## src/design/foc_pkg.sv

```systemverilog
package foc_pkg;

  localparam int DATA_W      = 16;
  localparam int FRAC_W      = 15;
  localparam int CORDIC_ITER = 16;
  localparam int CORDIC_W    = DATA_W + 2;  // headroom for the rotating vector
  localparam int OUT_LIM     = 4096;
  localparam int SAMPLE_LAT  = 24;

  // Q1.15 constants
  localparam logic signed [DATA_W-1:0] INV_SQRT3  = 16'sd18919;
  localparam logic signed [DATA_W-1:0] SQRT3_HALF = 16'sd28378;
  localparam logic signed [DATA_W-1:0] CORDIC_K   = 16'sd19898;  // 1/gain after 16 steps

  // atan(2^-i) with a full turn of 2^16, entry 0 rightmost
  localparam logic [CORDIC_ITER-1:0][DATA_W-1:0] ATAN_TAB = {
    16'd0,    16'd1,    16'd1,    16'd3,    16'd5,    16'd10,   16'd20,   16'd41,
    16'd81,   16'd163,  16'd326,  16'd651,  16'd1297, 16'd2555, 16'd4836, 16'd8192
  };

  typedef logic signed [DATA_W-1:0] q15_t;

  typedef struct packed {
    logic [DATA_W-1:0] angle;
    q15_t              i_a;
    q15_t              i_b;
    q15_t              i_c;
    q15_t              q_target;
    logic [DATA_W-1:0] period_top;
  } sample_t;

  typedef struct packed {
    q15_t sin;
    q15_t cos;
  } sincos_t;

  typedef struct packed {
    q15_t d;
    q15_t q;
  } dq_t;

  typedef struct packed {
    q15_t a;
    q15_t b;
    q15_t c;
  } abc_t;

  typedef struct packed {
    logic [DATA_W-1:0] a;
    logic [DATA_W-1:0] b;
    logic [DATA_W-1:0] c;
  } duty_t;

  typedef struct packed {
    logic wen;
    logic axis;  // 0 d, 1 q
    logic addr;  // 0 kp, 1 ki
    q15_t data;
  } pi_cfg_t;

  typedef struct packed {
    logic a;
    logic b;
    logic c;
  } pwm_t;

  function automatic q15_t sat16(input logic signed [39:0] v);
    if (v > 40'sd32767) return 16'sh7fff;
    if (v < -40'sd32768) return 16'sh8000;
    return v[DATA_W-1:0];
  endfunction

endpackage

```

## src/design/pi_regulator.sv

```systemverilog
module pi_regulator (
  input  logic          clk,
  input  logic          rstb,
  input  logic          cfg_wen_i,
  input  logic          cfg_addr_i,
  input  foc_pkg::q15_t cfg_data_i,
  input  logic          start_i,
  input  foc_pkg::q15_t target_i,
  input  foc_pkg::q15_t meas_i,
  output foc_pkg::q15_t out_o,
  output logic          done_o
);
  import foc_pkg::*;

  q15_t kp_r;
  q15_t ki_r;
  q15_t integ_r;
  q15_t integ_nx;
  q15_t out_nx;
  logic signed [DATA_W:0] err;
  logic signed [32:0]     p_term, i_term;
  logic signed [33:0]     integ_sum, out_sum;

  function automatic q15_t clamp_lim(input logic signed [33:0] v);
    if (v > OUT_LIM) return q15_t'(OUT_LIM);
    if (v < -OUT_LIM) return q15_t'(-OUT_LIM);
    return v[DATA_W-1:0];
  endfunction

  assign err    = target_i - meas_i;
  assign p_term = err * kp_r;
  assign i_term = err * ki_r;

  // integrator is clamped before it feeds the output sum
  assign integ_sum = (i_term >>> FRAC_W) + integ_r;
  assign integ_nx  = clamp_lim(integ_sum);
  assign out_sum   = (p_term >>> FRAC_W) + integ_nx;
  assign out_nx    = clamp_lim(out_sum);

  always_ff @(posedge clk or negedge rstb) begin
    if (!rstb) begin
      kp_r    <= '0;
      ki_r    <= '0;
      integ_r <= '0;
      out_o   <= '0;
      done_o  <= 1'b0;
    end else begin
      if (cfg_wen_i) begin
        if (cfg_addr_i) begin
          ki_r <= cfg_data_i;
        end else begin
          kp_r <= cfg_data_i;
        end
      end
      done_o <= start_i;
      if (start_i) begin
        integ_r <= integ_nx;
        out_o   <= out_nx;
      end
    end
  end

endmodule

```

## config.mk

```make
export PLATFORM = sky130hd
export DESIGN_NAME = pi_regulator
export DESIGN_NICKNAME = d
export VERILOG_FILES = /design/src/design/foc_pkg.sv /design/src/design/pi_regulator.sv
export SDC_FILE = /design/constraint.sdc
export NUM_CORES = 2
export LEC_CHECK = 0
export BUFFER_PORTS_ARGS = -buffer_cell sky130_fd_sc_hd__buf_2
export CORE_ASPECT_RATIO = 2
export CORE_MARGIN = 5
export CORE_UTILIZATION = 70
export DETAILED_ROUTE_END_ITERATION = 8
export PLACE_DENSITY = 0.95
export SYNTH_ARGS = -nofsm -noshare
export SYNTH_HDL_FRONTEND = slang
export SYNTH_SLANG_ARGS = --single-unit
```

## constraint.sdc

```tcl
create_clock -name clk -period 27.6 [get_ports clk]
set_clock_uncertainty 0.1 [all_clocks]
set_input_delay 1.38 -clock clk [delete_from_list [all_inputs] [get_ports clk]]
set_output_delay 1.38 -clock clk [all_outputs]
set_load 0.03 [all_outputs]
```

==> qor.txt <==
min-delay worst type - reg -> reg
TritonCTS Buffers - 9
layout cells sized above 1 - 6.57%
status - finished, final reports clean
FF+latch area - 1630 sq um
Resize count post-CTS - 0
largest net degree at the start of global routing - 66
# IOs - 70
Post-synth EDFFs - 0
Setup crit start - target_i[0]
Sink Count - 65
cts hold-fix bufs - 0
WHS Path Cells - 1
worst-case reg-to-reg path depth - 44
synth unique cells - 74
first-pass GRT wire length - 114,000 um
Finished Core Util - 74.0%
Die Area - 39,700 sq um
Relative slew margins - 24.5%
vias in the first global route - 22,882
CP Data Required Time - 27.76 ns
number of H-tree levels - 3
R2R Setup Slk - 14.86 ns
Layout fillers - 2,263
Initial Util - 71.1%
Avg Cell Area, Syn - 9.11 sq um
ANT cells - 0
Routed Wire Length - 70,700 um
Worst-path clk slew - 0.08 ns
grt ovf - 0
area of the multi-input gates - 20,600 sq um
CTS tree - done
Synthesized Nets - 3,551
Critical R2R Launch - ki_r[7]
CTS Root Cell - clkbuf_16
crit path max fanout - 44
first-pass iteration count of the detailed router - 6
dominant cell type by area after synthesis - fa_1
post-synthesis sequential area ratio - 6.52%
max-slew violations - 0
asr flop ratio synth - 100%
wire length per cell - 22.3 um
nets@finish - 3,535
Worst setup EP type - register
antenna-violating nets left - 0
die height - 277 um
critical path arrival - 15.55 ns
Fmax - 65.0 MHz
most frequent CP cell - fa_1
Worst path max stage delay - 0.75 ns
setup_tns - 0 ns
slowest cell on the critical path - fa_1
dpl hpwl - 56,800 um
unrepaired setup endpoints after global routing - no
maximum clock insertion buffer count - 2
Die Width - 143 um
Synth top area share - 43.9%
Final Hold Violating Endpoints - 0
Crit Path Category - in -> reg
Synth Instances - 2,736
GP Congestion - 0.976
synth top area cells - fa_1 44%, ha_1 11%, inv_1 9.4%, dfrtp_1 6.5%, nand2_1 5.1%
area grow syn2layout - 4.07%
Port Buf Inserts - 69
clk_lat worst skew - 0.36 ns
FF+latch count, synth - 65
num rows - 97
synth cell count leaders - 626 x inv_1, 547 x fa_1, 341 x nand2_1, 215 x ha_1, 183 x and2_1
DR vias - 19,952
worst slew pin tran - 1.13 ns
detailed-route DRC error count - 0
final setup vio count - 0
Worst R2R End - out_o[4]
number of synthesis warnings - 0
initial antenna violation count - 0
Startpoint Class - primary input
GRT Util Overall - 37.0%
DR iter-0 viols - 1,681
Post-CTS Setup Inserts - 0
top-count cell post-synth - inv_1
max cap viols - 0
vias per cell - 6.29
mapped cell area - 24,900 sq um
period utilization - 55.8%
Core Area - 35,100 sq um
hold path endpoint - out_o[13]
Worst Hold Launch - out_o[13]
Post-synth top flop - dfrtp_1
fin crit period - 15.39 ns
## routing by layer
layer	GRT usage (%)	up-vias	routed length, um
met5	0	-	0
met4	32.6	0	8610
met3	8.10	644	6290
met2	63.0	1362	35900
met1	36.7	9755	19900
li1	-	8191	-
## worst max-delay path by stage
stage / slack, ns / endpoint / cells past startpoint
2_1_floorplan: 13.73 / out_o[11] / 56
3_3_place_gp: 12.46 / out_o[4] / 54
3_5_place_dp: 12.09 / out_o[4] / 54
4_1_cts: 12.39 / out_o[4] / 54
5_1_grt: 11.56 / out_o[4] / 54
6_report: 12.21 / out_o[4] / 54
## placed cells by master, fill, tap and decap left out, drive strengths merged, types with 15 or more instances in the layout
cell / n
a21o: 23
a21oi: 59
and2: 184
buf: 89
dfrtp: 65
fa: 547
ha: 215
inv: 630
mux2: 35
nand2: 341
nand2b: 39
nor2: 82
nor2b: 51
nor3: 22
o21a: 24
o21ai: 41
o31ai: 15
xnor2: 71
xor2: 24
## critical path: cells and delay by family
family / cells / cell delay, ns
fa+ha+maj: 11 / 4.79
compound gates: 19 / 4.24
simple gates: 13 / 2.84
xor+xnor: 4 / 1.26
buf+inv: 6 / 0.72
mux: 1 / 0.27
## stage by stage
step / setup WS, ns / hold slack, ns / instance area (sq um) / std cells
after floorplan: 13.73 / 0.357 / 24900 / 2736
final: 12.21 / 0.391 / 25900 / 3170
after CTS: 12.39 / 0.389 / 25900 / 3170
after global routing: 11.56 / 0.413 / 25900 / 3170
after detailed placement: 12.09 / 0.367 / 25600 / 3154
after global placement: 12.46 / 0.360 / 25600 / 3154
## state kept, by name, indices dropped and copies added, names as in the netlist
| name | cells |
|---|---|
| integ_r | 16 |
| ki_r | 16 |
| kp_r | 16 |
| out_o | 16 |
| done_o | 1 |
## cell families (layout without fill, tap and decap cells)
| logic type | count (synthesis) | count (layout) | synth area share [%] |
|---|---|---|---|
| adder cells (fa/ha/maj) | 766 | 766 | 54.9 |
| XOR/XNOR | 95 | 95 | 3.37 |
| AO/OA/AOI/OAI | 252 | 252 | 7.10 |
| buffers and inverters | 743 | 732 | 11.2 |
| multiplexers | 38 | 38 | 1.70 |
| AND/OR/NAND/NOR | 777 | 777 | 15.2 |
| flip-flops | 65 | 65 | 6.52 |
## cell type report
| cell class | instances | area share, % |
|---|---|---|
| Inverter | 627 | 9.07 |
| Sequential cell | 65 | 6.27 |
| Clock inverter | 7 | 0.328 |
| Tap cell | 445 | 2.15 |
| Clock buffer | 9 | 0.868 |
| Multi-Input combinational cell | 1928 | 79.4 |
| Timing Repair Buffer | 89 | 1.91 |
Power is left out: the tool's default activity adds up to more than one toggle a clock period on the data nets, which glitch-free logic cannot reach.
