===== src/design/foc_pkg.sv =====
package foc_pkg;

  localparam int DATA_W      = 16;
  localparam int FRAC_W      = 15;
  localparam int CORDIC_ITER = 16;
  localparam int CORDIC_W    = DATA_W + 2;  // headroom for the rotating vector
  localparam int OUT_LIM     = 4096;
  localparam int SAMPLE_LAT  = 24;

  // Q1.15 constants
  localparam logic signed [DATA_W-1:0] INV_SQRT3  = 16'sd18919;
  localparam logic signed [DATA_W-1:0] SQRT3_HALF = 16'sd28378;
  localparam logic signed [DATA_W-1:0] CORDIC_K   = 16'sd19898;  // 1/gain after 16 steps

  // atan(2^-i) with a full turn of 2^16, entry 0 rightmost
  localparam logic [CORDIC_ITER-1:0][DATA_W-1:0] ATAN_TAB = {
    16'd0,    16'd1,    16'd1,    16'd3,    16'd5,    16'd10,   16'd20,   16'd41,
    16'd81,   16'd163,  16'd326,  16'd651,  16'd1297, 16'd2555, 16'd4836, 16'd8192
  };

  typedef logic signed [DATA_W-1:0] q15_t;

  typedef struct packed {
    logic [DATA_W-1:0] angle;
    q15_t              i_a;
    q15_t              i_b;
    q15_t              i_c;
    q15_t              q_target;
    logic [DATA_W-1:0] period_top;
  } sample_t;

  typedef struct packed {
    q15_t sin;
    q15_t cos;
  } sincos_t;

  typedef struct packed {
    q15_t d;
    q15_t q;
  } dq_t;

  typedef struct packed {
    q15_t a;
    q15_t b;
    q15_t c;
  } abc_t;

  typedef struct packed {
    logic [DATA_W-1:0] a;
    logic [DATA_W-1:0] b;
    logic [DATA_W-1:0] c;
  } duty_t;

  typedef struct packed {
    logic wen;
    logic axis;  // 0 d, 1 q
    logic addr;  // 0 kp, 1 ki
    q15_t data;
  } pi_cfg_t;

  typedef struct packed {
    logic a;
    logic b;
    logic c;
  } pwm_t;

  function automatic q15_t sat16(input logic signed [39:0] v);
    if (v > 40'sd32767) return 16'sh7fff;
    if (v < -40'sd32768) return 16'sh8000;
    return v[DATA_W-1:0];
  endfunction

endpackage


===== src/design/inverse_transform.sv =====
module inverse_transform (
  input  logic             clk,
  input  logic             rstb,
  input  logic             start_i,
  input  foc_pkg::dq_t     dq_i,
  input  foc_pkg::sincos_t sincos_i,
  output foc_pkg::abc_t    phase_o,
  output logic             done_o
);
  import foc_pkg::*;

  q15_t alpha_r;
  q15_t beta_r;
  q15_t b_val;
  logic signed [32:0]       alpha_sum, beta_sum;
  logic signed [31:0]       beta_k;
  logic signed [33:0]       b_full;
  logic signed [DATA_W+1:0] c_full;
  logic                     s1_r;

  // inverse park
  assign alpha_sum = dq_i.d * sincos_i.cos - dq_i.q * sincos_i.sin;
  assign beta_sum  = dq_i.d * sincos_i.sin + dq_i.q * sincos_i.cos;

  // inverse clarke, c from the saturated b
  assign beta_k = beta_r * SQRT3_HALF;
  assign b_full = (beta_k >>> FRAC_W) - (alpha_r >>> 1);
  assign b_val  = sat16(40'(b_full));
  assign c_full = -alpha_r - b_val;

  always_ff @(posedge clk) begin
    if (start_i) begin
      alpha_r <= sat16(40'(alpha_sum >>> FRAC_W));
      beta_r  <= sat16(40'(beta_sum >>> FRAC_W));
    end
    if (s1_r) begin
      phase_o.a <= alpha_r;
      phase_o.b <= b_val;
      phase_o.c <= sat16(40'(c_full));
    end
  end

  always_ff @(posedge clk or negedge rstb) begin
    if (!rstb) begin
      s1_r   <= 1'b0;
      done_o <= 1'b0;
    end else begin
      s1_r   <= start_i;
      done_o <= s1_r;
    end
  end

endmodule


===== config.mk =====
export PLATFORM = sky130hd
export DESIGN_NAME = inverse_transform
export DESIGN_NICKNAME = d
export VERILOG_FILES = /design/src/design/foc_pkg.sv /design/src/design/inverse_transform.sv
export SDC_FILE = /design/constraint.sdc
export NUM_CORES = 2
export LEC_CHECK = 0
export BUFFER_PORTS_ARGS = -buffer_cell sky130_fd_sc_hd__buf_2
export CORE_ASPECT_RATIO = 0.8
export CORE_UTILIZATION = 50
export CTS_CLUSTER_SIZE = 20
export DETAILED_ROUTE_END_ITERATION = 6
export PLACE_DENSITY = 0.7
export SYNTH_ARGS = -nofsm -noshare
export SYNTH_HDL_FRONTEND = slang
export SYNTH_SLANG_ARGS = --single-unit

===== constraint.sdc =====
create_clock -name clk -period 33.2 [get_ports clk]
set_input_delay 6.64 -clock clk [delete_from_list [all_inputs] [get_ports clk]]
set_output_delay 6.64 -clock clk [all_outputs]
set_load 0.005 [all_outputs]

==> flow_metrics.env <==
export IMPL_post_route_period_util_pct=45.76
export IMPL_synth_avg_cell_area_sq_um=9.714
export IMPL_fp_row_count=102
export IMPL_yosys_register_bits=82
export IMPL_final_common_cell="inv_1"
export IMPL_drt_vias_per_instance=5.249
export IMPL_syn_to_final_growth_pct=3.930
export IMPL_final_cell_mix="inv_1 (1,393), fa_1 (1,293), nand2_1 (629)"
export IMPL_pin_count=116
export IMPL_slowest_stage="a211oi_4"
export IMPL_max_stage_delay_ns=0.77
export IMPL_post_cts_repair_setup_buffers=0
export IMPL_slew_violations=0
export IMPL_drt_pass1_iter_count=6
export IMPL_clk_pin_slew_worst_paths_ns=0.08
export IMPL_synth_edf_count=80
export IMPL_antenna_found_initial=7
export IMPL_cts_buffer_depth=2
export IMPL_cts_tree="built"
export IMPL_design_area_sq_um=50820
export IMPL_syn_inst=5034
export IMPL_placed_area_sq_um=50500
export IMPL_initial_core_util_pct=50.48
export IMPL_dpl_hpwl_microns=94940
export IMPL_finClkSkew_ns=0.01266
export IMPL_cp_buffers_inverters=5
export IMPL_grt_met1_usage_pct=38.70
export IMPL_grt_usage_pct=25.98
export IMPL_crit_chain="buf_2 > nand2_1 > inv_1 > fa_1 > inv_1 > fa_1 > fa_1 > inv_1 > fa_1 > fa_1 > fa_1 > fa_1 > inv_1 > fa_1 > ha_1 > or2_1 > a21oi_1 > a21oi_1 > a22o_1 > o211a_1 > or3b_1 > mux2i_2 > a211oi_4 > o21ai_1"
export IMPL_status="completed"
export IMPL_grt_max_degree=50
export IMPL_yosysUniqueCellTypes=80
export IMPL_max_clock_freq_mhz=65.82
export IMPL_yosysWarningCount=0
export IMPL_worst_pin_slew_ns=1.178
export IMPL_die_area_sq_um=99060
export IMPL_drive_above_1_share_pct=4.369
export IMPL_die_width_microns=351.6
export IMPL_end_kind="register"
export IMPL_vias=33030
export IMPL_drc=0
export IMPL_hold_viol=0
export IMPL_fp_dieH_microns=281.7
export IMPL_clk_latency_ns=0.39
export IMPL_rsz0062_at_grt="false"
export IMPL_grtUsageMet2_pct=38.66
export IMPL_async_flop_share_pct=2.439
export IMPL_grt_pass1_vias=35490
export IMPL_core_area_sq_um=96870
export IMPL_cts_resized=0
export IMPL_wirelength_microns=120000
export IMPL_place_congestion=0.9234
export IMPL_critPathMaxFanout=32
export IMPL_cts_sinks=82
export IMPL_path_class="in -> reg"
export IMPL_grtUsageMet3_pct=6.366
export IMPL_grt_pass1_wl_microns=196000
export IMPL_min_period_ns=15.19
export IMPL_ys_seq_area_share_pct=5.015
export IMPL_cap_violations=0
export IMPL_portBuffers=115
export IMPL_finalSetupTns_ns=0
export IMPL_relSlewSlack_pct=20.98
export IMPL_fin_nets=6798
export IMPL_min_path_type="reg -> reg"
export IMPL_htree_levels=3
export IMPL_initialDrtViolationCount=2371
export IMPL_start_kind="primary input"
export IMPL_finalSetupViolations=0
export IMPL_cts_buffers=9
export IMPL_grt_overflow_total=0
export IMPL_crit_family="adder cells"
export IMPL_syn_num_nets=6846
export IMPL_path_common_cell="fa_1"
export IMPL_synth_ff_type="edfxtp_1"
export IMPL_hold_buffers=0
export IMPL_syn_area_sq_um=48900
export IMPL_top_usage_layer="met1"
export IMPL_critPathArrivalTime_ns=15.30
export IMPL_required_ns=33.31
export IMPL_final_antenna_net_count=0
export IMPL_wl_per_cell_microns=19.07
export IMPL_cts_root_buf="clkbuf_16"
layout make-up:
class / count / area [sq um]
repair buffers: 148 / 823.3
inverters: 1394 / 5233
fillers: 8791 / 46040
clock buffers: 9 / 225.2
diodes: 2 / 5.005
flip-flops and latches: 82 / 2454
well taps: 1300 / 1627
multi-input cells: 3351 / 40370
clock inverters: 6 / 91.34
path summary, 6_finish.rpt:
kind	start	to	slack (ns)	depth (start not counted)
worst max-delay path	sincos_i[16]	alpha_r[1]	18.01	24
worst min-delay path	alpha_r[5]	phase_o[37]	0.54	0
worst max register to register	beta_r[15]	phase_o[5]	20.71	45
worst min register to register	alpha_r[5]	phase_o[37]	0.54	0
max in group asynchronous	rstb	s1_r	27.06	1
min in group asynchronous	rstb	done_o	6.04	1
sequential cells by signal (all words and copies together) (netlist names):
signal and count:
done_o 1, phase_o 48, alpha_r 16, beta_r 16, s1_r 1
synth_stat cells, types with 37 or more instances:
cell type     n  area share (%)
a21o_1       37            0.57
a21oi_1      77            0.79
and2_1      364             4.7
clkbuf_1    192             1.5
edfxtp_1     80             4.9
fa_1       1293              53
ha_1        452              12
inv_1      1393              11
nand2_1     629             4.8
nand2b_1     53            0.68
nor2_1       71            0.55
xnor2_1      83             1.5
kinds of logic after synthesis:
family / after synthesis / share of synthesized area (%)
fa+ha+maj: 1745 / 64.50
xor+xnor: 112 / 2.060
compound gates: 286 / 4.058
buf+inv: 1601 / 12.45
mux: 3 / 0.06908
flops: 82 / 5.015
simple gates: 1205 / 11.85
metal layers:
layer | share of wire [%] | up-vias
met3 | 10 | 138
met2 | 43 | 1332
li1 | - | 14460
met1 | 44 | 17090
met5 | 0.067 | -
met4 | 2.1 | 12
per-stage QoR:
| step | hold slack, ns | util, % | setup slack (ns) | cells |
|---|---|---|---|---|
| after floorplan | 0.4264 | - | 18.91 | 5034 |
| after global placement | 0.5316 | 52.14 | 17.75 | 6275 |
| after detailed placement | 0.5262 | 52.14 | 17.59 | 6275 |
| after CTS | 0.5303 | 52.46 | 17.99 | 6290 |
| after global routing | 0.5513 | 52.46 | 17.53 | 6290 |
| final | 0.5428 | 52.47 | 18.01 | 6292 |
Power is not shown: default switching activity piles up to over one toggle a cycle in this logic, so the estimate is an artifact.
