### src/design/foc_pkg.sv
package foc_pkg;

  localparam int DATA_W      = 16;
  localparam int FRAC_W      = 15;
  localparam int CORDIC_ITER = 16;
  localparam int CORDIC_W    = DATA_W + 2;  // headroom for the rotating vector
  localparam int OUT_LIM     = 4096;
  localparam int SAMPLE_LAT  = 24;

  // Q1.15 constants
  localparam logic signed [DATA_W-1:0] INV_SQRT3  = 16'sd18919;
  localparam logic signed [DATA_W-1:0] SQRT3_HALF = 16'sd28378;
  localparam logic signed [DATA_W-1:0] CORDIC_K   = 16'sd19898;  // 1/gain after 16 steps

  // atan(2^-i) with a full turn of 2^16, entry 0 rightmost
  localparam logic [CORDIC_ITER-1:0][DATA_W-1:0] ATAN_TAB = {
    16'd0,    16'd1,    16'd1,    16'd3,    16'd5,    16'd10,   16'd20,   16'd41,
    16'd81,   16'd163,  16'd326,  16'd651,  16'd1297, 16'd2555, 16'd4836, 16'd8192
  };

  typedef logic signed [DATA_W-1:0] q15_t;

  typedef struct packed {
    logic [DATA_W-1:0] angle;
    q15_t              i_a;
    q15_t              i_b;
    q15_t              i_c;
    q15_t              q_target;
    logic [DATA_W-1:0] period_top;
  } sample_t;

  typedef struct packed {
    q15_t sin;
    q15_t cos;
  } sincos_t;

  typedef struct packed {
    q15_t d;
    q15_t q;
  } dq_t;

  typedef struct packed {
    q15_t a;
    q15_t b;
    q15_t c;
  } abc_t;

  typedef struct packed {
    logic [DATA_W-1:0] a;
    logic [DATA_W-1:0] b;
    logic [DATA_W-1:0] c;
  } duty_t;

  typedef struct packed {
    logic wen;
    logic axis;  // 0 d, 1 q
    logic addr;  // 0 kp, 1 ki
    q15_t data;
  } pi_cfg_t;

  typedef struct packed {
    logic a;
    logic b;
    logic c;
  } pwm_t;

  function automatic q15_t sat16(input logic signed [39:0] v);
    if (v > 40'sd32767) return 16'sh7fff;
    if (v < -40'sd32768) return 16'sh8000;
    return v[DATA_W-1:0];
  endfunction

endpackage

### src/design/forward_transform.sv
module forward_transform (
  input  logic             clk,
  input  logic             rstb,
  input  logic             clarke_start_i,
  input  logic             park_start_i,
  input  foc_pkg::abc_t    phase_i,
  input  foc_pkg::sincos_t sincos_i,
  output foc_pkg::dq_t     dq_o,
  output logic             done_o
);
  import foc_pkg::*;

  q15_t alpha_r;
  q15_t beta_r;
  logic signed [DATA_W+1:0] ab2;  // a + 2b
  logic signed [33:0]       beta_p;
  logic signed [31:0]       ac_r, bs_r, bc_r, as_r;
  logic signed [32:0]       d_sum, q_sum;
  logic                     park_s1_r;

  assign ab2    = phase_i.a + phase_i.b + phase_i.b;
  assign beta_p = ab2 * INV_SQRT3;

  assign d_sum = ac_r + bs_r;
  assign q_sum = bc_r - as_r;

  always_ff @(posedge clk) begin
    if (clarke_start_i) begin
      alpha_r <= phase_i.a;
      beta_r  <= sat16(40'(beta_p >>> FRAC_W));
    end
    // park: products first, sum on the next edge
    if (park_start_i) begin
      ac_r <= alpha_r * sincos_i.cos;
      bs_r <= beta_r * sincos_i.sin;
      bc_r <= beta_r * sincos_i.cos;
      as_r <= alpha_r * sincos_i.sin;
    end
    if (park_s1_r) begin
      dq_o.d <= sat16(40'(d_sum >>> FRAC_W));
      dq_o.q <= sat16(40'(q_sum >>> FRAC_W));
    end
  end

  always_ff @(posedge clk or negedge rstb) begin
    if (!rstb) begin
      park_s1_r <= 1'b0;
      done_o    <= 1'b0;
    end else begin
      park_s1_r <= park_start_i;
      done_o    <= park_s1_r;
    end
  end

endmodule

### config.mk
export PLATFORM = sky130hd
export DESIGN_NAME = forward_transform
export DESIGN_NICKNAME = d
export VERILOG_FILES = /design/src/design/foc_pkg.sv /design/src/design/forward_transform.sv
export SDC_FILE = /design/constraint.sdc
export NUM_CORES = 2
export LEC_CHECK = 0
export BUFFER_PORTS_ARGS = -buffer_cell sky130_fd_sc_hd__buf_4
export CAP_MARGIN = 20
export CORE_MARGIN = 2
export CORE_UTILIZATION = 40
export DETAILED_ROUTE_END_ITERATION = 10
export HOLD_SLACK_MARGIN = 0.08
export PLACE_DENSITY_LB_ADDON = 0.3
export SLEW_MARGIN = 5
export SYNTH_ARGS = -nofsm -noshare
export SYNTH_HDL_FRONTEND = slang
export SYNTH_SLANG_ARGS = --single-unit
### constraint.sdc
create_clock -name clk -period 7.8 [get_ports clk]
set_input_delay 1.56 -clock clk [delete_from_list [all_inputs] [get_ports clk]]
set_output_delay 1.56 -clock clk [all_outputs]
set_load 0.05 [all_outputs]
==> metrics.yaml <==
floorplanning:
  start_util_pct: 40.2
  design.die.area_mm2: 0.137
  ios: 117
  design.core.area_mm2: 0.133
  die_w_um: 370
  fp.dieH_um: 370
  rows: 134
critical_path:
  critPathLaunchType: "input pin"
  worst_r2r_endpoint: "as_r[31]$_DFFE_PP_"
  crit_type: "in2reg"
  endpoint_kind: "flip-flop"
  worst_path_most_repeated_cell: "inv_2"
  crit_slowest_cell: "fa_2"
  critPathArrivalTime_ns: 8.78
  crit_end: "beta_r[2]$_SDFFCE_PN1P_"
  startpoint: "phase_i[16]"
  critPathRequiredTime_ns: 8.20
  rrSetupSlack_ns: 0.60
  ff2ff_path_depth: 24
  slowest_delay_ns: 0.54
  crit_path_max_fanout: 6
  reg2reg_from: "alpha_r[7]$_DFFE_PP_"
placed_design:
  place_congestion: 0.863
  portBuffers: 100
  place_ws_ns: -1.39
  place_inst: 7657
  dp.final_hpwl_mm: 112
sta:
  fin_crit_sh_pct: 107
  finClkSkew_ns: 0.0117
  setup_ws_ns: -0.579
  finalHoldWorstSlack_ns: 0.792
  min_period_ns: 8.38
  slew_headroom_pct: 26.0
  tightest_slew_ns: 1.11
  tns_ns: -8.42
  fmaxAchievable_mhz: 119
  rsz0062_at_grt: "yes"
  finalHoldViolCount: 0
  slew_viol_final: 0
  setup_viol: 16
cells_and_area:
  area_growth_pct: 12.9
  multiInputGateArea_mm2: 0.0420
  final_cells: 7712
  finalNetCount: 7689
  drive_gt1_share_pct: 11.4
  n_fill_cell: 12800
  seq_area_mm2: 0.00582
grt:
  overflow: 0
  grt_max_degree: 76
  antenna_found_initial: 8
  first_global_vias: 40000
  grt_pass1_wl_mm: 217
  track_usage_pct: 20.3
drt:
  drtAntennaViolNets: 0
  firstDrtPassIters: 5
  wl_mm: 131
  drc: 0
  wl_per_cell_um: 17.0
  drt_iter0_markers: 2128
  vias_per_cell: 4.87
  vias: 37500
synthesis:
  ys_seq_elements: 194
  syn_inst: 5567
  syn_area_mm2: 0.0535
  yosys.cell_count.top_type: "inv_1"
  synthArstFlopShare_pct: 1.03
  ys_types: 77
  yosysWarnings: 0
  synth_top_area_share_pct: 43.1
  synth_common_cells: "inv_1 (1389), fa_1 (1152), nand2_1 (626)"
  yosysSeqAreaShare_pct: 10.9
  synth.area.top_cells: "fa_1 (43%), ha_1 (12%), edfxtp_1 (11%)"
  synth-main-ff-cell: "edfxtp_1"
  synth.avg_cell_area_um2: 9.60
  synth_top_area_cell: "fa_1"
  synth_edf_count: 192
  synth.net_count: 7328
clock_network:
  clk_latency_ns: 0.54
  cts_sinks: 194
  clk_pin_slew_ns: 0.08
  cts_tree: "built"
  cts_htree_levels: 4
  cts_inserted_buffers: 17
  cts_root_buf: "clkbuf_16"
  holdBufCountCts: 0
  clockBufferDepth: 2
status:
  violations: "negative setup slack"
  status: "finished, violations left"
flow_run:
  max_cap_viol_count: 0
min_path:
  hp-class: "in2async"
-- kinds of logic (layout without fill, tap and decap cells) --
kind of cell	Yosys count	in the layout	synth area share, %
adder cells (fa/ha/maj)	1677	1677	55.4
AND/OR/NAND/NOR	1357	1357	12.5
buffers and inverters	1598	1971	11.2
multiplexers	5	5	0.0960
other	1	5	0.00701
XOR/XNOR	224	224	3.67
flip-flops	194	194	10.9
AO/OA/AOI/OAI	511	511	6.20
-- metal layers --
| metal | share of wire [%] | global-route usage, % | up-vias |
|---|---|---|---|
| li1 | - | - | 17400 |
| met1 | 45 | 28.2 | 19200 |
| met2 | 47 | 33.0 | 842 |
| met3 | 5.4 | 3.04 | 141 |
| met4 | 2.8 | 5.79 | 6 |
| met5 | 0.024 | 0 | - |
-- through the flow --
step	area, um^2	utilization, %
6_report	60400	45.3
5_1_grt	60400	45.3
4_1_cts	60100	45.2
3_5_place_dp	59200	44.5
3_3_place_gp	59200	44.5
2_1_floorplan	53600	-
-- state kept, by name, indices dropped and copies added (netlist names) --
register	count
alpha_r	16
park_s1_r	1
done_o	1
as_r	32
bc_r	32
ac_r	32
beta_r	16
dq_o	32
bs_r	32
-- repair_timing --
item	CTS	global route
pin swaps	13	14
gates resized for setup	34	33
cloned	0	2
setup buffers	11	6
endpoints found under the setup margin	16	20
-- placed cells by master, fill, tap and decap left out, drive strengths merged, types with 22 or more instances in the layout --
cell and n:
o21ai 94, o21bai 24, o21a 22, edfxtp 192, a21o 111, nand2 626, ha 525, a21oi 162
xnor2 166, buf 548, nor2 94, and2 428, nand2b 78, fa 1152, inv 1397, xor2 58
nor3 26
-- worst min-delay path by stage --
stage / start / cells after the start / endpoint
after floorplan: beta_r[0]$_SDFFCE_PN1P_ / 1 / bs_r[0]$_DFFE_PP_
after global placement: ac_r[31]$_DFFE_PP_ / 3 / dq_o[31]$_SDFFCE_PN0P_
after detailed placement: ac_r[31]$_DFFE_PP_ / 3 / dq_o[31]$_SDFFCE_PN0P_
after CTS: rstb / 1 / park_s1_r$_DFF_PN0_
after global routing: rstb / 1 / done_o$_DFF_PN0_
final: rstb / 1 / park_s1_r$_DFF_PN0_
-- worst max-delay path: cells and delay by family --
family                     cells  cell delay (ns)
xor gates and xnor gates       1             0.18
AOI/OAI and AO/OA             13             2.23
buffers and inverters          8             0.55
adders and majority gates      9             3.39
and+or+nand+nor                3             0.84
-- layout make-up --
cell class | count | area share, %
Multi-Input combinational cell | 3775 | 69.7
Tap cell | 1768 | 3.66
Timing Repair Buffer | 550 | 7.34
Inverter | 1390 | 8.66
Clock buffer | 17 | 0.705
Antenna cell | 4 | 0.0166
Clock inverter | 14 | 0.325
Sequential cell | 194 | 9.64
Power is not shown: default switching activity piles up to over one toggle a cycle in this logic, so the estimate is an artifact.
