$ cat src/design/foc_pkg.sv
package foc_pkg;

  localparam int DATA_W      = 16;
  localparam int FRAC_W      = 15;
  localparam int CORDIC_ITER = 16;
  localparam int CORDIC_W    = DATA_W + 2;  // headroom for the rotating vector
  localparam int OUT_LIM     = 4096;
  localparam int SAMPLE_LAT  = 24;

  // Q1.15 constants
  localparam logic signed [DATA_W-1:0] INV_SQRT3  = 16'sd18919;
  localparam logic signed [DATA_W-1:0] SQRT3_HALF = 16'sd28378;
  localparam logic signed [DATA_W-1:0] CORDIC_K   = 16'sd19898;  // 1/gain after 16 steps

  // atan(2^-i) with a full turn of 2^16, entry 0 rightmost
  localparam logic [CORDIC_ITER-1:0][DATA_W-1:0] ATAN_TAB = {
    16'd0,    16'd1,    16'd1,    16'd3,    16'd5,    16'd10,   16'd20,   16'd41,
    16'd81,   16'd163,  16'd326,  16'd651,  16'd1297, 16'd2555, 16'd4836, 16'd8192
  };

  typedef logic signed [DATA_W-1:0] q15_t;

  typedef struct packed {
    logic [DATA_W-1:0] angle;
    q15_t              i_a;
    q15_t              i_b;
    q15_t              i_c;
    q15_t              q_target;
    logic [DATA_W-1:0] period_top;
  } sample_t;

  typedef struct packed {
    q15_t sin;
    q15_t cos;
  } sincos_t;

  typedef struct packed {
    q15_t d;
    q15_t q;
  } dq_t;

  typedef struct packed {
    q15_t a;
    q15_t b;
    q15_t c;
  } abc_t;

  typedef struct packed {
    logic [DATA_W-1:0] a;
    logic [DATA_W-1:0] b;
    logic [DATA_W-1:0] c;
  } duty_t;

  typedef struct packed {
    logic wen;
    logic axis;  // 0 d, 1 q
    logic addr;  // 0 kp, 1 ki
    q15_t data;
  } pi_cfg_t;

  typedef struct packed {
    logic a;
    logic b;
    logic c;
  } pwm_t;

  function automatic q15_t sat16(input logic signed [39:0] v);
    if (v > 40'sd32767) return 16'sh7fff;
    if (v < -40'sd32768) return 16'sh8000;
    return v[DATA_W-1:0];
  endfunction

endpackage

$ cat src/design/sincos_cordic.sv
module sincos_cordic (
  input  logic             clk,
  input  logic             rstb,
  input  logic             start_i,
  input  logic [15:0]      angle_i,
  output foc_pkg::sincos_t sincos_o,
  output logic             done_o
);
  import foc_pkg::*;

  logic signed [CORDIC_W-1:0] x_r, y_r, z_r;
  logic signed [CORDIC_W-1:0] x_in, y_in, z_in;
  logic signed [CORDIC_W-1:0] x_sh, y_sh, atan_v;
  logic signed [CORDIC_W-1:0] x_nx, y_nx, z_nx;
  logic [4:0] iter_r;
  logic [3:0] sh;
  logic       busy_r;
  logic       neg_r;
  logic       flip;
  logic       last;

  // second and third quadrant: rotate by a half turn, negate both results
  assign flip = angle_i[15] ^ angle_i[14];
  assign last = busy_r && (iter_r == 5'(CORDIC_ITER));

  always_comb begin
    if (start_i) begin
      x_in = CORDIC_W'(CORDIC_K);
      y_in = '0;
      z_in = CORDIC_W'($signed(angle_i ^ {flip, 15'd0}));  // now within +-quarter turn
      sh   = 4'd0;
    end else begin
      x_in = x_r;
      y_in = y_r;
      z_in = z_r;
      sh   = iter_r[3:0];
    end
    x_sh   = x_in >>> sh;
    y_sh   = y_in >>> sh;
    atan_v = CORDIC_W'(ATAN_TAB[sh]);
    if (z_in[CORDIC_W-1]) begin  // residual negative
      x_nx = x_in + y_sh;
      y_nx = y_in - x_sh;
      z_nx = z_in + atan_v;
    end else begin
      x_nx = x_in - y_sh;
      y_nx = y_in + x_sh;
      z_nx = z_in - atan_v;
    end
  end

  // first micro-rotation happens on the start edge itself
  always_ff @(posedge clk) begin
    if (start_i || (busy_r && !last)) begin
      x_r <= x_nx;
      y_r <= y_nx;
      z_r <= z_nx;
    end
    if (last) begin
      sincos_o.cos <= sat16(40'(neg_r ? -x_r : x_r));
      sincos_o.sin <= sat16(40'(neg_r ? -y_r : y_r));
    end
  end

  always_ff @(posedge clk or negedge rstb) begin
    if (!rstb) begin
      busy_r <= 1'b0;
      iter_r <= '0;
      neg_r  <= 1'b0;
      done_o <= 1'b0;
    end else begin
      done_o <= last;
      if (start_i) begin
        busy_r <= 1'b1;
        iter_r <= 5'd1;
        neg_r  <= flip;
      end else if (last) begin
        busy_r <= 1'b0;
      end else if (busy_r) begin
        iter_r <= iter_r + 5'd1;
      end
    end
  end

endmodule

$ cat config.mk
export PLATFORM = sky130hd
export DESIGN_NAME = sincos_cordic
export DESIGN_NICKNAME = d
export VERILOG_FILES = /design/src/design/foc_pkg.sv /design/src/design/sincos_cordic.sv
export SDC_FILE = /design/constraint.sdc
export NUM_CORES = 1
export LEC_CHECK = 0
export BUFFER_PORTS_ARGS = -buffer_cell sky130_fd_sc_hd__buf_2
export CAP_MARGIN = 20
export CORE_MARGIN = 5
export CORE_UTILIZATION = 45
export DETAILED_ROUTE_END_ITERATION = 16
export GPL_ROUTABILITY_DRIVEN = 0
export SYNTH_ARGS = -nofsm -noshare
export SYNTH_HDL_FRONTEND = slang
export SYNTH_SLANG_ARGS = --single-unit
$ cat constraint.sdc
create_clock -name clk -period 4.9 [get_ports clk]
set_clock_uncertainty 0.1 [all_clocks]
set_input_delay 0.98 -clock clk [delete_from_list [all_inputs] [get_ports clk]]
set_output_delay 0.98 -clock clk [all_outputs]
set_load 0.01 [all_outputs]
==> impl_metrics.toml <==
[global_routing]
grt_max_degree = 34
antenna_found_initial = 0
grt_pass1_vias = 8740
grt_usage_pct = 22.6
overflow = 0
grt_first_pass_wirelength_um = 44900

[logic_synthesis]
synth_cell_type_count = 85
syn_nets = 1208
synth_flop_cell = "edfxtp_1"
async_flop_share_pct = 8.51
seq_area_frac_synth_pct = 28.2
synth_edf_count = 86
yosys_warnings = 0
synth_seq_cells = 94
avgSynthCellArea_sq_um = 8.72
synth_cells = 1130
syn_area_sq_mm = 0.00985

[drt]
drt_iter0_markers = 706
routed_wl_um = 28200
post_drt_wl_per_cell_um = 17.8
drc = 0
drt-vias-per-instance = 5.72
drtAntennaViolNets = 0
vias = 9080
firstDrtPassIters = 5

[final_layout]
n_fill_cell = 1970
layout.nets = 1380
post-route-util_pct = 55.6
diodes = 0
syn_to_final_growth_pct = 22.4
mostFrequentLayoutCell = "buf_4"
drive_gt1_share_pct = 27.5
final_cell_mix = "buf_4, nor2_1, edfxtp_1"

[die]
die_w_um = 158
die_y_um = 158
die_area_sq_mm = 0.0249
num_rows = 54
initial_core_util_pct = 45.4
ioPinCount = 52
coreArea_sq_mm = 0.0217

[sta]
hold_viol_final = 0
timing.fmax_mhz = 213
min_period_ns = 4.69
min_period_over_period_pct = 95.7
setup_viol = 0
timing.setup.tns_ns = 0
relSlewSlack_pct = 35.4
worst_pin_slew_ns = 0.967
fin_ws_ns = 0.212
slew_viol_final = 0

[outcome]
outcome = "finished, final reports clean"

[setup_path]
cp.required_ns = 5.02
critPathBufInv = 4
worstSetupPathType = "primary input to register"
crit_path_frequent_cell = "buf_4"
r2r_start = "iter_r[1]"
crit_start = "start_i"
startpoint_type = "primary input"
cpPeakStageDelay_ns = 0.41
crit_slowest_cell = "a2111oi_4"
r2r_slack_ns = 0.22
timing.critical_path.max_delay_family = "compound AO/OA/AOI/OAI gates"
end_kind = "register"
worstPathCellList = "buf_4 > buf_12 > nand2b_1 > buf_4 > a211o_1 > and3_1 > a211oi_4 > buf_4 > xnor2_1 > ha_1 > o21a_1 > o31a_1 > o211ai_1 > a21oi_2 > a2111oi_4 > o41ai_4 > a31oi_2 > o311ai_4 > o311a_1 > nand3_1"
cp_max_fo = 26
worst_r2r_path_depth = 20
crit_arrival_ns = 4.81
r2r-end = "y_r[17]"

[cts]
clock_sinks = 94
clk_path_buf_depth = 2
insertion_delay_ns = 0.36
clk_pin_slew_ns = 0.08
cts-root-buf = "clkbuf_16"
htree_num_levels = 3
cts_tree = "yes"
cts_made_buffers = 9

[job]
timing.max_cap.violations = 0

[hold_path]
hp-class = "primary input to async pin"

[placement]
pre_cts_ws_ns = -0.340
numPortBuffers = 51
hpwlAfterDp_um = 21600

[power_and_ir_drop]
cellLeakagePower_nw = 5.10
powerDensity_mw_per_mm2 = 636
total_power_mw = 7.67
peakVddDrop_uv = 223
-- metal layers --
metal	routed length (um)	part of all wire, %	global-route usage [%]	vias up
li1	-	-	-	4498
met4	562	2.0	6.42	0
met5	0	0	0	-
met2	13200	47	37.2	225
met1	13300	47	30.9	4320
met3	1190	4.2	3.36	37
-- flip-flops by register name (all words and copies together) (netlist names) --
name / count
busy_r: 1
done_o: 1
iter_r: 5
neg_r: 1
sincos_o: 32
x_r: 18
y_r: 18
z_r: 18
-- report_power, final --
part | total (mW) | internal, mW | switching (mW)
logic | 5.21 | 2.54 | 2.67
clock network | 0.699 | 0.351 | 0.348
registers | 1.76 | 1.40 | 0.353
total | 7.67 | 4.30 | 3.37
-- Yosys cell counts (11+ instances only) --
master / n / area, sq um
a211oi_1: 16 / 120
a21o_1: 12 / 90.1
a21oi_1: 88 / 440
a31oi_1: 14 / 87.6
clkbuf_1: 45 / 169
edfxtp_1: 86 / 2580
ha_1: 56 / 701
inv_1: 40 / 150
mux2_2: 28 / 315
mux2i_1: 41 / 410
nand2_1: 81 / 304
nand2b_1: 11 / 68.8
nand3_1: 23 / 115
nor2_1: 98 / 368
nor2b_1: 38 / 238
nor3_1: 31 / 155
o211ai_1: 11 / 82.6
o21ai_0: 90 / 450
o31ai_1: 13 / 97.6
or2_2: 15 / 93.8
or3_1: 16 / 100
xnor2_1: 59 / 517
xor2_1: 54 / 473
-- repair_timing --
action,4_1_cts,5_1_grt
endpoints found under the setup margin,1,14
hold buffers,0,0
buffers inserted,0,13
pin swaps,0,19
gates resized for setup,2,49
endpoints found under the hold margin,0,0
-- logic make-up after synthesis --
logic type                 Yosys count  share of synthesized area (%)
and+or+nand+nor                    354                           17.9
AOI/OAI and AO/OA                  312                           20.3
buffers and inverters              116                           5.45
xor gates and xnor gates           114                           10.2
DFF                                 94                           28.2
muxes                               81                           10.2
adders and majority gates           59                           7.72
-- worst max path at each step --
stage	cells after the start	to	slack, ns
floorplan	19	x_r[16]	0.005
global placement	21	x_r[16]	-0.23
detailed placement	21	x_r[16]	-0.34
CTS	21	x_r[16]	0.01
global route	20	y_r[17]	-0.03
finish	20	y_r[17]	0.21
-- layout make-up --
type | count | area [sq um] | area share, %
Multi-Input combinational cell | 920 | 6760 | 56.0
Sequential cell | 94 | 2790 | 23.1
Timing Repair Buffer | 236 | 1720 | 14.2
Tap cell | 280 | 350 | 2.91
Clock buffer | 9 | 225 | 1.87
Inverter | 41 | 161 | 1.34
Clock inverter | 7 | 58.8 | 0.488
-- worst reg2reg max path, cell delays in order, from the launching register on --
cell and delay [ns]:
dfrtp_4 0.52, buf_12 0.16, mux2_4 0.34, mux2i_4 0.17, nor2_1 0.07, nor3_2 0.19, a21oi_1 0.06, nor2_1 0.16
ha_2 0.30, o21ai_2 0.13, ha_1 0.23, nor2b_1 0.14, o31a_1 0.25, o211ai_1 0.26, a21oi_2 0.13, a2111oi_4 0.41
o41ai_4 0.12, a31oi_2 0.25, o311ai_4 0.15, o311a_1 0.31, nand3_1 0.09
-- per-stage QoR --
stage	instances	hold slack, ns	area (sq um)
after global placement	1558	0.428	11500
after global routing	1587	0.353	12100
after floorplan	1130	0.405	9890
final	1587	0.350	12100
after detailed placement	1558	0.442	11500
after CTS	1574	0.348	11700
(Power assumes the default switching activity.)
