## src/design/foc_pkg.sv

```systemverilog
package foc_pkg;

  localparam int DATA_W      = 16;
  localparam int FRAC_W      = 15;
  localparam int CORDIC_ITER = 16;
  localparam int CORDIC_W    = DATA_W + 2;  // headroom for the rotating vector
  localparam int OUT_LIM     = 4096;
  localparam int SAMPLE_LAT  = 24;

  // Q1.15 constants
  localparam logic signed [DATA_W-1:0] INV_SQRT3  = 16'sd18919;
  localparam logic signed [DATA_W-1:0] SQRT3_HALF = 16'sd28378;
  localparam logic signed [DATA_W-1:0] CORDIC_K   = 16'sd19898;  // 1/gain after 16 steps

  // atan(2^-i) with a full turn of 2^16, entry 0 rightmost
  localparam logic [CORDIC_ITER-1:0][DATA_W-1:0] ATAN_TAB = {
    16'd0,    16'd1,    16'd1,    16'd3,    16'd5,    16'd10,   16'd20,   16'd41,
    16'd81,   16'd163,  16'd326,  16'd651,  16'd1297, 16'd2555, 16'd4836, 16'd8192
  };

  typedef logic signed [DATA_W-1:0] q15_t;

  typedef struct packed {
    logic [DATA_W-1:0] angle;
    q15_t              i_a;
    q15_t              i_b;
    q15_t              i_c;
    q15_t              q_target;
    logic [DATA_W-1:0] period_top;
  } sample_t;

  typedef struct packed {
    q15_t sin;
    q15_t cos;
  } sincos_t;

  typedef struct packed {
    q15_t d;
    q15_t q;
  } dq_t;

  typedef struct packed {
    q15_t a;
    q15_t b;
    q15_t c;
  } abc_t;

  typedef struct packed {
    logic [DATA_W-1:0] a;
    logic [DATA_W-1:0] b;
    logic [DATA_W-1:0] c;
  } duty_t;

  typedef struct packed {
    logic wen;
    logic axis;  // 0 d, 1 q
    logic addr;  // 0 kp, 1 ki
    q15_t data;
  } pi_cfg_t;

  typedef struct packed {
    logic a;
    logic b;
    logic c;
  } pwm_t;

  function automatic q15_t sat16(input logic signed [39:0] v);
    if (v > 40'sd32767) return 16'sh7fff;
    if (v < -40'sd32768) return 16'sh8000;
    return v[DATA_W-1:0];
  endfunction

endpackage

```

## src/design/pwm_modulator.sv

```systemverilog
module pwm_modulator (
  input  logic           clk,
  input  logic           rstb,
  input  logic           start_i,
  input  foc_pkg::abc_t  phase_i,
  input  logic [15:0]    period_top_i,
  output foc_pkg::duty_t duty_o,
  output logic           done_o,
  output foc_pkg::pwm_t  pwm_o
);
  import foc_pkg::*;

  logic [2:0][DATA_W-1:0]   v_vec;
  logic [2:0][2*DATA_W-1:0] prod_r;
  logic [2:0][DATA_W-1:0]   duty_nx;
  logic [2:0][DATA_W-1:0]   duty_act_r;
  logic [2:0]               cmp;
  logic [DATA_W-1:0]        cnt_r;
  logic [DATA_W-1:0]        per_r;
  logic [DATA_W-1:0]        per_pend_r;
  logic                     pend_r;
  logic                     s1_r;
  logic                     wrap;

  assign v_vec = phase_i;  // index 2 is phase a

  always_comb begin
    for (int k = 0; k < 3; k++) begin
      duty_nx[k] = prod_r[k][2*DATA_W-1:DATA_W];
      cmp[k]     = cnt_r < duty_act_r[k];
    end
  end

  // zero period keeps the carrier parked at 0
  assign wrap = (per_r == '0) || (cnt_r == per_r - 1'b1);

  always_ff @(posedge clk) begin
    if (start_i) begin
      for (int k = 0; k < 3; k++) begin
        // flipping the sign bit adds 32768
        prod_r[k] <= {~v_vec[k][DATA_W-1], v_vec[k][DATA_W-2:0]} * period_top_i;
      end
    end
  end

  always_ff @(posedge clk or negedge rstb) begin
    if (!rstb) begin
      s1_r       <= 1'b0;
      done_o     <= 1'b0;
      duty_o     <= '0;
      per_pend_r <= '0;
      pend_r     <= 1'b0;
      cnt_r      <= '0;
      per_r      <= '0;
      duty_act_r <= '0;
      pwm_o      <= '0;
    end else begin
      s1_r   <= start_i;
      done_o <= s1_r;
      if (wrap) begin
        cnt_r <= '0;
        if (pend_r) begin
          per_r      <= per_pend_r;
          duty_act_r <= duty_o;
          pend_r     <= 1'b0;
        end
      end else begin
        cnt_r <= cnt_r + 1'b1;
      end
      if (s1_r) begin
        duty_o     <= duty_t'(duty_nx);
        per_pend_r <= period_top_i;
        pend_r     <= 1'b1;  // a new set wins over a clear at the same wrap
      end
      pwm_o <= pwm_t'(cmp);
    end
  end

endmodule

```

## config.mk

```make
export PLATFORM = sky130hd
export DESIGN_NAME = pwm_modulator
export DESIGN_NICKNAME = d
export VERILOG_FILES = /design/src/design/foc_pkg.sv /design/src/design/pwm_modulator.sv
export SDC_FILE = /design/constraint.sdc
export NUM_CORES = 2
export LEC_CHECK = 0
export CAP_MARGIN = 20
export CORE_MARGIN = 1.5
export CORE_UTILIZATION = 55
export CTS_BUF_LIST = sky130_fd_sc_hd__clkbuf_4 sky130_fd_sc_hd__clkbuf_8
export DETAILED_ROUTE_END_ITERATION = 12
export DONT_BUFFER_PORTS = 1
export PLACE_DENSITY = 0.72
export RECOVER_POWER = 50
export SYNTH_ARGS = -nofsm -noshare
export SYNTH_HDL_FRONTEND = slang
export SYNTH_SLANG_ARGS = --single-unit
```

## constraint.sdc

```tcl
create_clock -name clk -period 3.8 [get_ports clk]
set_input_delay 0.57 -clock clk [delete_from_list [all_inputs] [get_ports clk]]
set_output_delay 0.57 -clock clk [all_outputs]
set_load 0.01 [all_outputs]
```

==> run_results.csv <==
group,metric,value,unit
final_layout,fin_nets,4406,
final_layout,seqCellArea,5200,um2
drt,final_antenna_net_count,0,
place,placed_area,35000,um2
drt,wl_per_cell,18.9,um
final_layout,stdcell_area,36300,um2
final_layout,area_growth,9.79,%
die,dieArea,61500,um2
worst_setup_path,critPathTopFamily,"adder cells",
timing,min_period,5.48,ns
timing,post-route-period-util,1.44,
die,core-area,59200,um2
final_layout,mostFrequentLayoutCells,"inv_1, fa_1, nand2_1, ha_1, and2_1",
drt,firstDrtPassIters,11,
place,dp_hpwl,58.2,mm
synth,synthFlopType,"dfrtp_1",
synth,ys_async_sr_fraction,0.758,
synth,syn_avg_cell_area,9.79,um2
global_route,grt_pass1_wl,131,mm
drt,drc_errors,12,
worst_setup_path,slowest_delay,0.54,ns
worst_setup_path,cp.arrival,5.72,ns
global_route,grt_pass1_vias,24726,
die,die_w,248,um
global_route,grt_max_degree,151,
die,dieHeight,248,um
job,drv_cap,1,
timing,hold_viol,150,
synth,yosys.area.top_type,"fa_1",
die,rows,89,
worst_hold_path,min_path_type,"input pin to async pin",
synth,yosys-top-cells-area,"fa_1, ha_1, dfrtp_1",
worst_setup_path,r2r_setup_slack,0.39,ns
final_layout,multi_input_area,25600,um2
place,port_buffers,0,
worst_setup_path,worstPathRequired,4.05,ns
final_layout,num-fill-cells,4941,
worst_setup_path,end_kind,"register",
clock_network,clockRootBuffer,"clkbuf_8",
drt,drtIter0Drc,1321,
status,failed_checks,"design-rule violations, negative hold slack, max-capacitance violations, max-slew violations, negative setup slack",
worst_setup_path,critPathKind,"input pin to register",
place,gp_congestion,0.869,
drt,via_count,22811,
timing,tightest_slew,1.81,ns
timing,rsz0062_at_grt,"yes",
timing,setup_ws,-1.68,ns
final_layout,post-route-util,0.612,
worst_setup_path,crit_path_max_fanout,49,
synth,syn_inst,3374,
final_layout,drive_gt1_frac,0.155,
status,outcome,"finished with violations",
global_route,antenna_found_initial,0,
clock_network,cts_made_buffers,17,
clock_network,path_clk_slew,0.10,ns
synth,synth_nets,4370,
die,ios,119,
clock_network,htreeDepth,4,
synth,synth.cell_area,33000,um2
timing,tns,-69.03,ns
synth,synth_seq_cells,198,
worst_setup_path,critPathLaunchType,"input pin",
global_route,gr-usage-all-layers,0.272,
drt,viasPerCell,5.44,
synth,ys_warn_count,0,
timing,relSlewSlack,-0.209,
final_layout,antenna_cells,0,
worst_setup_path,crit_top_cell,"fa_1",
clock_network,cts_tree,"done",
synth,synth_edf_count,48,
die,start_util,0.558,
timing,finalSetupViolations,48,
synth,synth_top_area_share,0.351,
clock_network,clockBufferDepth,2,
timing,timing.fmax,183,MHz
final_layout,final_common_cell,"inv_1",
global_route,overflow,0,
timing,whs,-0.233,ns
drt,drt_wl_total,79.3,mm
timing,drv_slew,69,
clock_network,insertion_delay,0.48,ns
worst_setup_path,cp_cell_sequence,"and2_4 -> fa_1 -> inv_2 -> fa_1 -> inv_1 -> fa_1 -> fa_2 -> fa_1 -> inv_1 -> fa_1 -> inv_2 -> ha_4 -> buf_6 -> o21a_1 -> o211ai_1 -> o21ai_1 -> and2_4 -> a2111oi_4 -> o31ai_2 -> a21oi_1 -> xnor2_1",
synth,ys_seq_area_frac,0.157,
clock_network,clock_sinks,198,
worst_setup_path,slowest_stage,"fa_1",
synth,yosysUniqueCellTypes,62,
timing,finClkSkew,0.0200,ns
worst_setup_path,cp.buffers_inverters,5,
[per-stage QoR]
stage	instances	setup WS, ns
6_report	4196	-1.68
5_1_grt	4196	-1.81
4_1_cts	4187	-1.64
3_5_place_dp	4142	-2.36
3_3_place_gp	4142	-2.27
2_1_floorplan	3374	-2.26
[flip-flops by register name, indices dropped and copies added (netlist names)]
name        count
cnt_r          16
pwm_o           3
duty_o         48
duty_nx        48
per_r          16
per_pend_r     16
s1_r            1
done_o          1
duty_act_r     48
pend_r          1
[logic make-up after synthesis]
| kind of cell | after synthesis | share of synthesized area |
|---|---|---|
| xor+xnor | 84 | 0.0223 |
| buf+inv | 879 | 0.102 |
| mux | 126 | 0.0493 |
| fa+ha+maj | 929 | 0.483 |
| flops | 198 | 0.157 |
| simple gates | 941 | 0.143 |
| compound gates | 217 | 0.0434 |
[worst register-to-register path, stage by stage, from the launching register on]
cell,delay (ns)
dfrtp_1,0.47
inv_1,0.09
ha_1,0.22
nor3b_4,0.38
and2_1,0.22
a31oi_1,0.09
a221o_1,0.41
a2111oi_4,0.39
nand4b_4,0.14
a21o_4,0.36
buf_12,0.21
mux2_4,0.31
[path summary, 6_finish.rpt]
kind                                   from              to  depth (start not counted)
min in group clk                    start_i            s1_r                          0
min                                    rstb      duty_o[32]                          0
max reg2reg                        per_r[0]  duty_act_r[15]                         11
min reg2reg                     duty_nx[35]      duty_o[35]                          1
max in group asynchronous              rstb            s1_r                          0
max                        period_top_i[12]     duty_nx[25]                         21
[timing repair]
| action | CTS | global route |
|---|---|---|
| endpoints found under the setup margin | 48 | 48 |
| gates resized for setup | 87 | 91 |
| pin swaps | 77 | 63 |
| hold endpoints to repair | 150 | 150 |
| buffers inserted | 16 | 14 |
[synthesized netlist by cell type, types with 5 or more instances]
cell / number
edfxtp_1: 48
clkbuf_1: 138
o21bai_1: 8
nor2_1: 46
a41oi_1: 5
nand4_1: 11
a21oi_1: 66
o31ai_1: 6
or2_2: 5
a21o_1: 31
nor2b_1: 32
nand3_1: 22
a31o_2: 5
nand2_1: 433
a31oi_1: 9
nor3_1: 10
inv_1: 729
o21ai_1: 9
xnor2_1: 52
mux2_4: 58
mux2i_1: 6
fa_1: 579
a2111oi_0: 5
a211o_1: 5
ha_1: 350
mux2_2: 62
nand2b_1: 32
o21a_1: 5
buf_6: 7
a211oi_1: 5
o31a_1: 5
xor2_1: 32
and2_1: 322
and3_1: 11
o21ai_0: 28
o211ai_1: 5
dfrtp_1: 150
[area by class of cell]
cell class | count | share of cell area
clock buffers | 19 | 0.00704
well taps | 773 | 0.0267
clock inverters | 13 | 0.00397
flip-flops and latches | 198 | 0.143
repair buffers | 167 | 0.0383
inverters | 729 | 0.0754
multi-input cells | 2297 | 0.705
[per-layer routing]
layer	wire, um	track usage	vias to the layer above
li1	-	-	10297
met1	34700	0.380	11629
met5	0	0	-
met2	37600	0.452	779
met3	5540	0.0408	106
met4	1400	0.0590	0
Power is left out: the tool's default activity adds up to more than one toggle a clock period on the data nets, which glitch-free logic cannot reach.
